--- config.mk ---
export PLATFORM = sky130hd
export DESIGN_NAME = vseg_expand_top
export DESIGN_NICKNAME = d
export VERILOG_FILES = /design/src/hw/vseg_pkg.sv /design/src/hw/vmem_decoder.sv /design/src/hw/vtype_reg.sv /design/src/hw/segment_loadstore_microop.sv /design/src/hw/segment_uop_issue.sv /design/src/hw/vseg_expand_top.sv
export VERILOG_INCLUDE_DIRS = /design/src /design/src/hw
export SDC_FILE = /design/constraint.sdc
export NUM_CORES = 1
export LEC_CHECK = 0
export ABC_AREA = 1
export BUFFER_PORTS_ARGS = -buffer_cell sky130_fd_sc_hd__buf_2
export CAP_MARGIN = 25
export CORE_MARGIN = 4
export CORE_UTILIZATION = 64
export CTS_CLUSTER_DIAMETER = 80
export CTS_CLUSTER_SIZE = 8
export DETAILED_ROUTE_END_ITERATION = 16
export PLACE_DENSITY_LB_ADDON = 0.05
export SETUP_SLACK_MARGIN = 0.1
export SLEW_MARGIN = 15
export SYNTH_ARGS = -nofsm -noshare
export SYNTH_HDL_FRONTEND = slang
export SYNTH_HIERARCHICAL = 1
export SYNTH_SLANG_ARGS = --single-unit
--- constraint.sdc ---
create_clock -name CLK -period 7.9 [get_ports CLK]
set_input_delay 1.58 -clock CLK [delete_from_list [all_inputs] [get_ports CLK]]
set_output_delay 1.58 -clock CLK [all_outputs]
set_load 0.01 [all_outputs]
--- src/hw/vseg_defines.svh ---
// buffer depth, opcode and lumop constants for the segment expander; include in every RTL file.
`ifndef VSEG_DEFINES_SVH
`define VSEG_DEFINES_SVH

// the largest segment has nf=7 and so eight fields.
`define VSEG_MAX_FIELDS 8

// LOAD-FP and STORE-FP major opcodes.
`define VSEG_OP_LOAD_FP  7'b0000111
`define VSEG_OP_STORE_FP 7'b0100111

// lumop of the whole-register load.
`define VSEG_LUMOP_WHOLE 5'b01000

`endif

--- src/hw/vseg_pkg.sv ---
// shared types for the vector segment expander; imported by every RTL module.
`default_nettype none
`include "vseg_defines.svh"

package vseg_pkg;

  // plain data or address word.
  typedef logic [31:0] word_t;

  // register-group multiplier in the vlmul encoding of vtype.
  // reserved and fractional codes are mapped to LMUL1 by the consumers.
  typedef enum logic [2:0] {
    LMUL1 = 3'b000,
    LMUL2 = 3'b001,
    LMUL4 = 3'b010,
    LMUL8 = 3'b011
  } vlmul_t;

  // selected element width in the vsew encoding of vtype.
  typedef enum logic [2:0] {
    SEW8  = 3'b000,
    SEW16 = 3'b001,
    SEW32 = 3'b010
  } sew_t;

  // width field codes of vector loads and stores.
  typedef enum logic [2:0] {
    WIDTH8  = 3'd0,
    WIDTH16 = 3'd5,
    WIDTH32 = 3'd6
  } width_t;

  // vector memory instruction fields from msb to lsb.
  typedef struct packed {
    logic [2:0] nf;
    logic       mew;
    logic [1:0] mop;
    logic       vm;
    logic [4:0] lumop_rs2;
    logic [4:0] rs1;
    logic [2:0] width;
    logic [4:0] rd;
    logic [6:0] opcode;
  } vmem_fields_t;

  // one issued micro-op.
  typedef struct packed {
    word_t      instr;
    word_t      addr;
    logic [2:0] field_idx;
    logic       last;
  } uop_t;

endpackage

`default_nettype wire

--- src/hw/vmem_decoder.sv ---
// combinational decoder that splits a raw instruction into fields and flags vector memory ops.
`timescale 1ns/1ps
`default_nettype none
`include "vseg_defines.svh"

module vmem_decoder (
  input  vseg_pkg::word_t        instr,
  output vseg_pkg::vmem_fields_t fields,
  output logic                   is_vector
);

  import vseg_pkg::*;

  logic opcode_hit;
  logic width_hit;

  assign fields = vmem_fields_t'(instr);

  // both vector memory classes share the FP load/store opcodes.
  assign opcode_hit = (fields.opcode == `VSEG_OP_LOAD_FP) ||
                      (fields.opcode == `VSEG_OP_STORE_FP);

  // other width codes under the same opcodes are scalar FP accesses.
  always_comb begin
    case (fields.width)
      WIDTH8:  width_hit = 1'b1;
      WIDTH16: width_hit = 1'b1;
      WIDTH32: width_hit = 1'b1;
      default: width_hit = 1'b0;
    endcase
  end

  assign is_vector = opcode_hit & width_hit;

endmodule

`default_nettype wire

--- src/hw/vtype_reg.sv ---
// vtype register that holds LMUL and SEW for the expander and flags illegal vtype writes.
`timescale 1ns/1ps
`default_nettype none
`include "vseg_defines.svh"

module vtype_reg (
  input  logic              CLK,
  input  logic              nRST,
  input  logic              vtype_wr,
  input  vseg_pkg::word_t   vtype_word,
  output vseg_pkg::vlmul_t  lmul,
  output vseg_pkg::sew_t    sew,
  output logic              vtype_ill
);

  import vseg_pkg::*;

  logic [2:0] vlmul_raw;
  logic [2:0] vsew_raw;
  vlmul_t     next_lmul;
  sew_t       next_sew;
  logic       lmul_ok;
  logic       sew_ok;
  logic       next_ill;

  assign vlmul_raw = vtype_word[2:0];
  assign vsew_raw  = vtype_word[5:3];

  // fractional settings run as LMUL1 and 3'b100 is reserved.
  always_comb begin
    lmul_ok = 1'b1;
    case (vlmul_raw)
      3'b000:  next_lmul = LMUL1;
      3'b001:  next_lmul = LMUL2;
      3'b010:  next_lmul = LMUL4;
      3'b011:  next_lmul = LMUL8;
      3'b101, 3'b110, 3'b111: next_lmul = LMUL1;
      default: begin
        next_lmul = LMUL1;
        lmul_ok   = 1'b0;
      end
    endcase
  end

  // only 8, 16 and 32 bit elements are supported.
  always_comb begin
    sew_ok = 1'b1;
    case (vsew_raw)
      3'b000:  next_sew = SEW8;
      3'b001:  next_sew = SEW16;
      3'b010:  next_sew = SEW32;
      default: begin
        next_sew = SEW8;
        sew_ok   = 1'b0;
      end
    endcase
  end

  assign next_ill = ~(lmul_ok & sew_ok);

  always_ff @(posedge CLK, negedge nRST) begin
    if (!nRST) begin
      lmul      <= LMUL1;
      sew       <= SEW8;
      vtype_ill <= 1'b0;
    end else if (vtype_wr) begin
      lmul      <= next_ill ? LMUL1 : next_lmul;
      sew       <= next_ill ? SEW8 : next_sew;
      vtype_ill <= next_ill;
    end
  end

  // a reserved vlmul write leaves LMUL1 and the illegal flag.
  lmul_legal_a: assert property (@(posedge CLK) disable iff (!nRST)
    (vtype_wr && vtype_word[2:0] == 3'b100) |=> (vtype_ill && lmul == LMUL1));

endmodule

`default_nettype wire

--- src/hw/segment_loadstore_microop.sv ---
// micro-op buffer that expands a segment load/store into single-field ops and tracks the offset.
`timescale 1ns/1ps
`default_nettype none
`include "vseg_defines.svh"

module segment_loadstore_microop (
  input  logic                   CLK,
  input  logic                   nRST,
  input  vseg_pkg::vmem_fields_t fields,
  input  logic                   shift_ena,
  input  logic                   is_vector,
  input  vseg_pkg::vlmul_t       lmul,
  input  vseg_pkg::sew_t         sew,
  output logic                   busy,
  output logic                   segment_ena,
  output logic [2:0]             nf_counter,
  output vseg_pkg::word_t        segment_instr,
  output vseg_pkg::word_t        base_address_offset
);

  import vseg_pkg::*;

  localparam int DEPTH = `VSEG_MAX_FIELDS;

  vmem_fields_t [DEPTH-1:0] buffer;
  vmem_fields_t [DEPTH-1:0] load_word;
  logic       is_segment;
  logic       is_segment_q;
  logic       load_ena;
  logic       indexed;
  logic       last_field;
  logic [3:0] rd_step;
  logic [3:0] remaining;
  logic [2:0] eew_bytes;
  logic [2:0] load_eew_bytes;

  assign is_segment = (fields.nf != 3'd0) &&
                      (fields.lumop_rs2 != `VSEG_LUMOP_WHOLE) && is_vector;

  // loads on the rising edge only so a held instruction does not restart.
  assign load_ena = is_segment & ~is_segment_q;

  assign indexed    = (fields.mop == 2'b01) || (fields.mop == 2'b11);
  assign last_field = (remaining == 4'd1);

  // registers per group.
  always_comb begin
    case (lmul)
      LMUL1:   rd_step = 4'd1;
      LMUL2:   rd_step = 4'd2;
      LMUL4:   rd_step = 4'd4;
      LMUL8:   rd_step = 4'd8;
      default: rd_step = 4'd1;
    endcase
  end

  // indexed forms use SEW for the data element width.
  always_comb begin
    load_eew_bytes = 3'd1;
    if (indexed) begin
      case (sew)
        SEW16:   load_eew_bytes = 3'd2;
        SEW32:   load_eew_bytes = 3'd4;
        default: load_eew_bytes = 3'd1;
      endcase
    end else begin
      case (fields.width)
        WIDTH16: load_eew_bytes = 3'd2;
        WIDTH32: load_eew_bytes = 3'd4;
        default: load_eew_bytes = 3'd1;
      endcase
    end
  end

  // field k targets rd + k groups and wraps in the register file.
  always_comb begin
    for (int k = 0; k < DEPTH; k++) begin
      load_word[k]    = fields;
      load_word[k].nf = 3'd0;
      load_word[k].rd = fields.rd + 5'(k * rd_step);
    end
  end

  assign segment_instr = load_ena ? load_word[0] : buffer[0];
  assign segment_ena   = is_segment | busy;

  // a count of eight shows as 0 on the 3-bit port.
  assign nf_counter = remaining[2:0];

  always_ff @(posedge CLK, negedge nRST) begin
    if (!nRST) begin
      is_segment_q        <= 1'b0;
      busy                <= 1'b0;
      remaining           <= '0;
      base_address_offset <= '0;
      eew_bytes           <= 3'd1;
    end else begin
      is_segment_q <= is_segment;
      if (busy && shift_ena) begin
        remaining           <= remaining - 4'd1;
        busy                <= !last_field;
        base_address_offset <= last_field ? '0 :
                               base_address_offset + {29'd0, eew_bytes};
      end else if (load_ena) begin
        remaining           <= {1'b0, fields.nf} + 4'd1;
        busy                <= 1'b1;
        base_address_offset <= '0;
        eew_bytes           <= load_eew_bytes;
      end
    end
  end

  // field 0 always sits at the bottom.
  always_ff @(posedge CLK) begin
    if (busy && shift_ena) begin
      buffer <= {vmem_fields_t'('0), buffer[DEPTH-1:1]};
    end else if (load_ena) begin
      buffer <= load_word;
    end
  end

  busy_count_a: assert property (@(posedge CLK) disable iff (!nRST)
    busy |-> remaining != 4'd0);

  count_rise_a: assert property (@(posedge CLK) disable iff (!nRST)
    (remaining > $past(remaining)) |-> $past(load_ena));

endmodule

`default_nettype wire

--- src/hw/segment_uop_issue.sv ---
// issue register that captures each accepted micro-op with its address, field index and last flag.
`timescale 1ns/1ps
`default_nettype none
`include "vseg_defines.svh"

module segment_uop_issue (
  input  logic            CLK,
  input  logic            nRST,
  input  logic            accept,
  input  logic            busy,
  input  vseg_pkg::word_t segment_instr,
  input  vseg_pkg::word_t base_address_offset,
  input  vseg_pkg::word_t rs1_value,
  input  logic [2:0]      nf_counter,
  input  logic [2:0]      nf,
  output vseg_pkg::uop_t  uop,
  output logic            uop_valid
);

  import vseg_pkg::*;

  logic       fire;
  logic [2:0] field_idx;

  // strobes outside an expansion are dropped.
  assign fire = accept & busy;

  // the subtraction wraps modulo 8 and gives field 0 for nf=7 at a count of 0.
  assign field_idx = nf + 3'd1 - nf_counter;

  always_ff @(posedge CLK, negedge nRST) begin
    if (!nRST) begin
      uop_valid <= 1'b0;
    end else begin
      uop_valid <= fire;
    end
  end

  // offset is sampled before the buffer adds the next step.
  always_ff @(posedge CLK) begin
    if (fire) begin
      uop.instr     <= segment_instr;
      uop.addr      <= rs1_value + base_address_offset;
      uop.field_idx <= field_idx;
      uop.last      <= (nf_counter == 3'd1);
    end
  end

  // back-to-back micro-ops carry consecutive field indices.
  back_to_back_a: assert property (@(posedge CLK) disable iff (!nRST)
    (uop_valid && $past(uop_valid)) |-> (uop.field_idx == $past(uop.field_idx) + 3'd1));

endmodule

`default_nettype wire

--- src/hw/vseg_expand_top.sv ---
// top level of the segment expander; connects decoder, vtype register, buffer and issue stage.
`timescale 1ns/1ps
`default_nettype none
`include "vseg_defines.svh"

module vseg_expand_top (
  input  logic            CLK,
  input  logic            nRST,
  input  vseg_pkg::word_t instr,
  input  vseg_pkg::word_t rs1_value,
  input  logic            vtype_wr,
  input  vseg_pkg::word_t vtype_word,
  input  logic            uop_accept,
  output logic            busy,
  output logic            segment_ena,
  output vseg_pkg::word_t segment_instr,
  output vseg_pkg::uop_t  uop,
  output logic            uop_valid,
  output logic            vtype_ill
);

  import vseg_pkg::*;

  vmem_fields_t fields;
  logic         is_vector;
  vlmul_t       lmul;
  sew_t         sew;
  logic [2:0]   nf_counter;
  word_t        base_address_offset;

  vmem_decoder u_decoder (
    .instr     (instr),
    .fields    (fields),
    .is_vector (is_vector)
  );

  vtype_reg u_vtype (
    .CLK        (CLK),
    .nRST       (nRST),
    .vtype_wr   (vtype_wr),
    .vtype_word (vtype_word),
    .lmul       (lmul),
    .sew        (sew),
    .vtype_ill  (vtype_ill)
  );

  // the memory stage strobe shifts the buffer.
  segment_loadstore_microop u_buffer (
    .CLK                 (CLK),
    .nRST                (nRST),
    .fields              (fields),
    .shift_ena           (uop_accept),
    .is_vector           (is_vector),
    .lmul                (lmul),
    .sew                 (sew),
    .busy                (busy),
    .segment_ena         (segment_ena),
    .nf_counter          (nf_counter),
    .segment_instr       (segment_instr),
    .base_address_offset (base_address_offset)
  );

  segment_uop_issue u_issue (
    .CLK                 (CLK),
    .nRST                (nRST),
    .accept              (uop_accept),
    .busy                (busy),
    .segment_instr       (segment_instr),
    .base_address_offset (base_address_offset),
    .rs1_value           (rs1_value),
    .nf_counter          (nf_counter),
    .nf                  (fields.nf),
    .uop                 (uop),
    .uop_valid           (uop_valid)
  );

endmodule

`default_nettype wire

# Word-level counts from Yosys, hierarchy flattened
# Cells that the tools add are included.
[op_classes]
bitwise = 8
n_reduce_logical = 15
add_sub_neg = 13
n_mul = 4
n_eq_ne = 22
mux = 21
[op_table]
columns = ["cell", "count"]
rows = [
  ["two-way mux 221 bit", 2],
  ["two-way mux 32 bit", 3],
  ["adder 32 x 3 -> 32 bit", 1],
  ["adder 32 bit", 1],
  ["adder 5 bit", 6],
  ["two-way mux 29 bit", 1],
  ["== test 3 x 2 -> 1 bit, second input constant", 6],
  ["== test 3 x 1 -> 1 bit, second input constant", 5],
  ["== test 3 bit, second input constant", 5],
  ["one-hot mux 3 bit (2 select lines)", 2],
  ["one-hot mux 4 bit (3 select lines)", 1],
  ["multiplier 3 x 4 -> 5 bit, first input constant", 2],
  ["zero test 3 bit", 3],
  ["two-way mux 4 bit", 2],
  ["== test 7 x 3 -> 1 bit, second input constant", 1],
  ["== test 7 x 6 -> 1 bit, second input constant", 1],
  ["OR reduction 7 bit", 1],
  ["one-hot mux 2 bit (3 select lines)", 1],
  ["OR reduction 3 bit", 2],
  ["adder 5 x 4 -> 5 bit", 1],
  ["multiplier 2 x 4 -> 5 bit, first input constant", 1],
  ["two-way mux 1 bit", 5],
  ["inequality test 5 x 4 -> 1 bit, second input constant", 1],
  ["adder 3 x 1 -> 4 bit, second input constant", 1],
  ["other kinds (19)", 28],
]
[word_totals]
out_inout_bits = 104
register_bits = 349
input_bits = 100

# Longest topological paths before layout
# Gate-level depths: netlist (run 1).
[depth]
depth_word = 8
depth_mapped = 16

# Cells and area by module
# The synthesis (run 1) kept the hierarchy.
[by_module_without_submodules]
columns = ["module", "cells_per_inst", "area_per_inst_um2", "instances", "seq_area_each_um2"]
rows = [
  ["segment_loadstore_microop", 1428, 13257.7, 1, 7703.6],
  ["segment_uop_issue", 572, 4478.0, 1, 2067.0],
  ["vmem_decoder", 45, 305.3, 1, 0.0],
  ["vtype_reg", 32, 260.2, 1, 125.1],
]

# Worst setup path before layout (run 1)
# OpenSTA, ideal clock, no wires.
[synth_timing]
path_kind = "input to output"
from = "input port instr[29]"
to = "output port segment_instr[26]"
t_required_ns = 6.320
slack_ns = 3.480
path_stages = 9
arrival_ns = 2.840
cell_sequence = "buf_4 > inv_1 > ha_1 > a21boi_2 > nand2_4 > inv_4 > nand2_8 > buf_4 > o21ai_0"
[synth_via]
elab_chain_cells = 5
[synth_rtl]
columns = ["element", "line_no", "rtl"]
rows = [
  ["start: declaration", "vseg_expand_top.sv:9", "input vseg_pkg::word_t instr,"],
  ["nonzero test 3 bit", "segment_loadstore_microop.sv:37", "assign is_segment = (fields.nf != 3'd0) &&"],
  ["logical AND 1 bit (2 in a row)", "segment_loadstore_microop.sv:37", ""],
  ["via u_buffer.is_segment", "segment_loadstore_microop.sv:27", "logic is_segment;"],
  ["bitwise AND 1 bit", "segment_loadstore_microop.sv:41", "assign load_ena = is_segment & ~is_segment_q;"],
  ["two-way mux 29 bit", "segment_loadstore_microop.sv:84", "assign segment_instr = load_ena ? load_word[0] : buffer[0];"],
  ["end: declaration", "vseg_expand_top.sv:16", "output vseg_pkg::word_t segment_instr,"],
]
# The timed path passes the listed nets, and every way through them passes these cells.

# Worst setup path after layout (run 1)
[layout_timing]
from = "input port instr[2]"
to = "output port segment_instr[26]"
[layout_via]
elab_chain_cells = 6
elab_cells_between_ends = 7
[layout_rtl]
columns = ["element", "line_no", "rtl"]
rows = [
  ["== test 7 x 3 -> 1 bit (no source line) / == test 7 x 6 -> 1 bit (equally long branches)", "-", ""],
  ["logical OR 1 bit (*)", "vmem_decoder.sv:20", "assign opcode_hit = (fields.opcode == `VSEG_OP_LOAD_FP) ||"],
  ["bitwise AND 1 bit (*)", "vmem_decoder.sv:33", "assign is_vector = opcode_hit & width_hit;"],
  ["via is_vector", "vseg_expand_top.sv:25", "logic is_vector;"],
  ["logical AND 1 bit (*)", "segment_loadstore_microop.sv:37", ""],
  ["via u_buffer.is_segment", "segment_loadstore_microop.sv:27", ""],
  ["bitwise AND 1 bit (*)", "segment_loadstore_microop.sv:41", ""],
  ["two-way mux 29 bit (*)", "segment_loadstore_microop.sv:84", ""],
]
# The timed path passes the listed nets; every way through them passes the cells marked *.

==> metrics.txt, run 1 <==
TritonCTS Buffers 49; Max VDD drop 200 uV; post-synth top area share 44.5%; post-CTS setup buffers 0; Final Instance Count excl. Fillers 2642; DRT iter0 DRCs 1061; Final Skew 0.00975 ns; drt drc 0; Startpoint Class primary input; ys async rst share 13.5%; Antenna Violating Nets Remaining 0; Post-synth EDFFs 271; Synth Register Bits 347; htree depth 2; pwr/cell area 268 mW/mm^2; commonest cells in the netlist nand2_1, edfxtp_1, inv_1, nand3_1, nor2_1; total number of vias 13900; GP Congestion 0.896; Leak 9.30 nW; Slew headroom 33.4%; clk buf depth 3; Slew Limit Fails 0; Seq/Total Area, Yosys 54.1%; clk_lat worst skew 0.54 ns; Clock Sinks 347; Worst Max-Slew Pin Slew 1.00 ns; class of the worst hold path reg -> reg; WS Path Type in -> out; critical path's largest stage delay 0.42 ns; first-pass GRT wire length 63200 um; Yosys top cell by area edfxtp_1; Final HPWL DP 26200 um; CP Capture Type output port; DP Cell Count 2548; nets 2398; Die Ht 177 um; endpoints failing setup 0; fmax 0.197 GHz; gr usage total 24.6%; share of cells above drive strength 1 14.1%; die area 0.0314 sq mm; vias per inst 5.27; average wire per cell in the routed design 14.6 um; vias in the first global route 13300; R2R Setup Slk 4.51 ns; Syn Inst Count 2077; max cap viols 0; I/O pin count 204; Critical-path top delay cell o21ai_0; final wirelength 38700 um; Tmin final 5.07 ns; PnR Total Power 5.51 mW; Synth-to-Final Area Change 12.3%; unrepaired setup endpoints after global routing no; initial antenna violation count 5; crit path max fanout 57; Hold Buf Count CTS 0; setup TNS 0 ns; CTS root buffer clkbuf_16; Final period util 64.1%; GRT overflow 0; status finished, final reports clean; Reg area 0.00990 sq mm; Yosys cell types 45; most common cell in the netlist nand2_1; Site Rows 61; YS warnings 6; CP most frequent cell buf_2; post_cts resized 0; drt first pass iters 6; largest net degree at the start of global routing 141; Syn Area/Cell 8.81 sq um; Starting Density 65.3%; fillcell total 2115; CTS tree built; clock-pin slew on the worst setup and hold paths 0.05 ns; port bufs 174; cell breakdown of the critical path buf_2, inv_1, nor2_1, nand3b_1, a21oi_2, a21boi_2, nand2_4, inv_4, nand2_8, o21ai_0, buf_2; Core Area 0.0280 sq mm; required time of the critical path 6.32 ns; Area contributors post-synth edfxtp_1, nand2_1, dfrtp_1; area occupied by multi-input gates 0.00694 sq mm; top_reg_cell synth edfxtp_1; final hold vios 0; CP arrival 3.49 ns; Die W 177 um; synthesized cell area 0.0183 sq mm
[report_power, final]
part	switching, mW	internal [mW]	total (mW)
Combinational	0.788	0.380	1.17
Clock	0.744	1.17	1.91
Sequential	0.133	2.30	2.44
Total	1.66	3.85	5.51
[sequential cells by signal, summed over array words and instances (netlist names)]
| register | cells |
|---|---|
| u_issue/uop_valid | 1 |
| u_buffer/eew_bytes | 3 |
| u_issue/uop | 68 |
| u_buffer/buffer | 232 |
| u_vtype/lmul | 2 |
| u_vtype/vtype_ill | 1 |
| u_buffer/busy | 1 |
| u_buffer/is_segment_q | 1 |
| u_vtype/sew | 2 |
| u_buffer/base_address_offset | 32 |
| u_buffer/remaining | 4 |
[worst max-delay path: cells and delay by family]
family	cells	cell delay [ns]
AOI/OAI and AO/OA	3	0.77
and+or+nand+nor	4	0.61
buffers and inverters	4	0.45
[layer usage]
| metal | share of wire, % | global-route usage [%] | vias up | wire length, um |
|---|---|---|---|---|
| met5 | 0.12 | 0 | - | 46 |
| met4 | 2.6 | 7.41 | 8 | 1010 |
| met3 | 6.4 | 4.46 | 78 | 2470 |
| met2 | 47 | 40.8 | 413 | 18300 |
| met1 | 44 | 33.6 | 6471 | 16900 |
| li1 | - | - | 6943 | - |
[worst paths after layout]
check,cells after the start,start,to
min in group asynchronous,2,nRST,u_buffer/base_address_offset[26]
setup reg to reg,12,u_vtype/lmul[0],u_buffer/buffer[171]
hold / removal,2,u_buffer/buffer[234],u_buffer/buffer[234]
setup / recovery,11,instr[2],segment_instr[26]
max in group asynchronous,2,nRST,u_buffer/base_address_offset[20]
hold reg to reg,2,u_buffer/buffer[234],u_buffer/buffer[234]
[cell type report]
class,instances,area share (%)
timing repair buffer,181,4.65
sequential,347,48.1
clock buffer,88,6.68
tap,378,2.30
inverter,226,4.18
clock inverter,3,0.256
antenna,1,0.0122
multi-input combinational,1418,33.8
[logic make-up (layout without fill, tap and decap cells)]
family / Yosys count / count (layout) / synth area share (%)
AO/OA/AOI/OAI: 155 / 155 / 4.96
XOR/XNOR: 31 / 31 / 1.48
adder cells (fa/ha/maj): 75 / 75 / 5.58
buffers and inverters: 316 / 498 / 8.09
flip-flops: 347 / 347 / 54.1
other: 2 / 7 / 0.0410
AND/OR/NAND/NOR: 1151 / 1151 / 25.8
[stage by stage]
step | utilization, % | cell area, sq um | setup slack [ns] | hold slack (ns)
2_1_floorplan | - | 18300 | 3.48 | 0.419
3_3_place_gp | 68.1 | 19100 | 2.80 | 0.431
3_5_place_dp | 68.1 | 19100 | 2.81 | 0.437
4_1_cts | 73.2 | 20500 | 2.78 | 0.450
5_1_grt | 73.4 | 20600 | 2.71 | 0.478
6_report | 73.4 | 20600 | 2.83 | 0.452
[layout by cell type, fill, tap and decap left out, drive strengths merged]
master  Yosys  layout
a21boi      1       1
a21o        3       3
a21oi      53      53
a31oi       3       3
and3        1       1
buf        79     181
clkbuf     11      88
clkinv      0       3
conb        2       6
dfrtp      46      46
dfstp       1       1
dfxtp      29      29
diode       0       1
edfxtp    271     271
fa         11      11
ha         64      64
inv       226     226
nand2     914     914
nand3     101     101
nand3b      3       3
nand4      14      14
nor2      109     109
nor3        7       7
o211ai      1       1
o21ai      89      89
o21bai      3       3
o22ai       2       2
or2         2       2
xnor2       7       7
xor2       24      24
No activity file was read; power rests on OpenSTA's default activity.
==> inputs of run 2 (changes only) <==
- CORE_UTILIZATION: 64 -> 54
- clock period: 7.9 -> 4.38 ns (I/O delays scaled with it)
==> run 2 against run 1 <==
Worst hold slack got worse by 0.16 ns. Wire length rose by 1.3%. Design area rose by 0.71%. Flip-flop and latch count is the same. Final cell count increased by 2.8%. Utilization down 11 points.
==> metrics.txt, run 2 (synthesis gave the netlist of run 1 again) <==
status finished, final reports clean (unchanged); Startpoint Class primary input (unchanged); Area after DPL 0.0193 sq mm (was 0.0191 sq mm); setup TNS 0 ns (unchanged); first-pass GRT wire length 63600 um (was 63200 um); Site Rows 67 (was 61); Clock Sinks 347 (unchanged); Fin Hold WS 0.296 ns (was 0.452 ns); Final Skew 0.0212 ns (was 0.00975 ns); final hold vios 0 (unchanged); Final period util 82.4%; average wire per cell in the routed design 14.4 um (was 14.6 um); CTS tree built (unchanged); Worst Max-Slew Pin Slew 0.840 ns (was 1.00 ns); final wirelength 39200 um (was 38700 um); post-CTS setup buffers 0 (unchanged); max cap viols 0 (unchanged); Tmin final 3.61 ns; CTS root buffer clkbuf_16 (unchanged); drt first pass iters 5 (was 6); Die Ht 192 um (was 177 um); initial antenna violation count 0 (was 5); vias per inst 5.00 (was 5.27); GRT overflow 0 (unchanged); CP Capture Type output port (unchanged); Max VDD drop 392 uV (was 200 uV); Final HPWL DP 27200 um (was 26200 um); number of diodes 0 (was 1); largest net degree at the start of global routing 104 (was 141); clk buf depth 3 (unchanged); die area 0.0369 sq mm (was 0.0314 sq mm); GP Congestion 0.872 (was 0.896); Die W 192 um (was 177 um); nets 2403 (was 2398); Slew headroom 43.9% (was 33.4%); share of cells above drive strength 1 14.3% (was 14.1%); max reg flops 232 (unchanged); Synth-to-Final Area Change 13.1% (was 12.3%); Starting Density 54.7% (was 65.3%); total number of vias 13600 (was 13900); post-route setup slack 0.773 ns (was 2.83 ns); Biggest register u_buffer/buffer (unchanged); fmax 0.277 GHz; post_cts resized 0 (unchanged); R2R Setup Slk 1.42 ns (was 4.51 ns); CP arrival 2.73 ns (was 3.49 ns); Post-Place Setup Slack 0.714 ns (was 2.81 ns); highest-count cells in the layout ignoring fill and taps nand2_1, edfxtp_1, inv_1, buf_2 (unchanged); clk_lat worst skew 0.57 ns (was 0.54 ns); unrepaired setup endpoints after global routing no (unchanged); Slew Limit Fails 0 (unchanged); commonest non-fill, non-tap cell in the layout nand2_1 (unchanged); required time of the critical path 3.50 ns (was 6.32 ns); port bufs 174 (unchanged); endpoints failing setup 0 (unchanged); vias in the first global route 12800 (was 13300); Leak 9.32 nW (was 9.30 nW); drt drc 0 (unchanged); crit path max fanout 57 (unchanged); PnR Total Power 10.0 mW (was 5.51 mW); htree depth 2 (unchanged); Core Area 0.0334 sq mm (was 0.0280 sq mm); gr usage total 21.4% (was 24.6%); WS Path Type in -> out (unchanged); class of the worst hold path in -> async (was reg -> reg); design area 0.0207 sq mm (was 0.0206 sq mm); DRT iter0 DRCs 1008 (was 1061); biggest regs u_buffer/buffer (232), u_issue/uop (68), u_buffer/base_address_offset (32) (unchanged); Hold Buf Count CTS 0 (unchanged); TritonCTS Buffers 49 (unchanged); Antenna Violating Nets Remaining 0 (unchanged); I/O pin count 204 (unchanged); clock-pin slew on the worst setup and hold paths 0.05 ns (about the same); pwr/cell area 483 mW/mm^2 (was 268 mW/mm^2)
run 2: path summary, 6_finish.rpt:
path | cells after the start | start | endpoint
worst max-delay path | 11 | instr[2] | segment_instr[26]
worst min-delay path | 1 | nRST | u_vtype/lmul[1]
worst max register to register | 13 | u_vtype/lmul[0] | u_buffer/buffer[171]
worst min register to register | 2 | u_buffer/buffer[234] | u_buffer/buffer[234]
max in group asynchronous | 2 | nRST | u_buffer/base_address_offset[2]
min in group CLK | 2 | u_buffer/buffer[234] | u_buffer/buffer[234]
run 2: final cells by class:
| class | count | area [sq um] |
|---|---|---|
| multi-input cells | 1418 | 6940 |
| clock buffers | 86 | 1370 |
| fillers | 2921 | 12700 |
| clock inverters | 4 | 66.3 |
| flip-flops and latches | 347 | 9900 |
| inverters | 226 | 860 |
| well taps | 448 | 561 |
| repair buffers | 186 | 1010 |
run 2: metrics by stage:
step                util, %  std cells
floorplan                 -       2081
global placement       57.6       2625
detailed placement     57.6       2625
CTS                    61.9       2715
global route           61.9       2715
finish                 61.9       2715
run 2: layer usage:
layer / vias up / share of wire, % / GRT usage (%)
met2: 308 / 45 / 33.2
met1: 6257 / 48 / 31.0
met5: - / 0 / 0
met4: 0 / 2.5 / 6.77
met3: 62 / 5.2 / 3.40
li1: 6943 / - / -
run 2: worst max-delay path: stages:
cell and delay, ns:
buf_2 0.10, inv_1 0.04, nor2_1 0.15, nand3b_1 0.13, a21oi_2 0.14, a21boi_2 0.23
nand2_4 0.11, inv_4 0.09, nand2_8 0.29, o21ai_0 0.35, buf_2 0.18
run 2: where the power goes:
part	switching [mW]	internal, mW
clock network	1.39	2.11
logic	1.42	0.694
registers	0.245	4.15
total	3.05	6.95
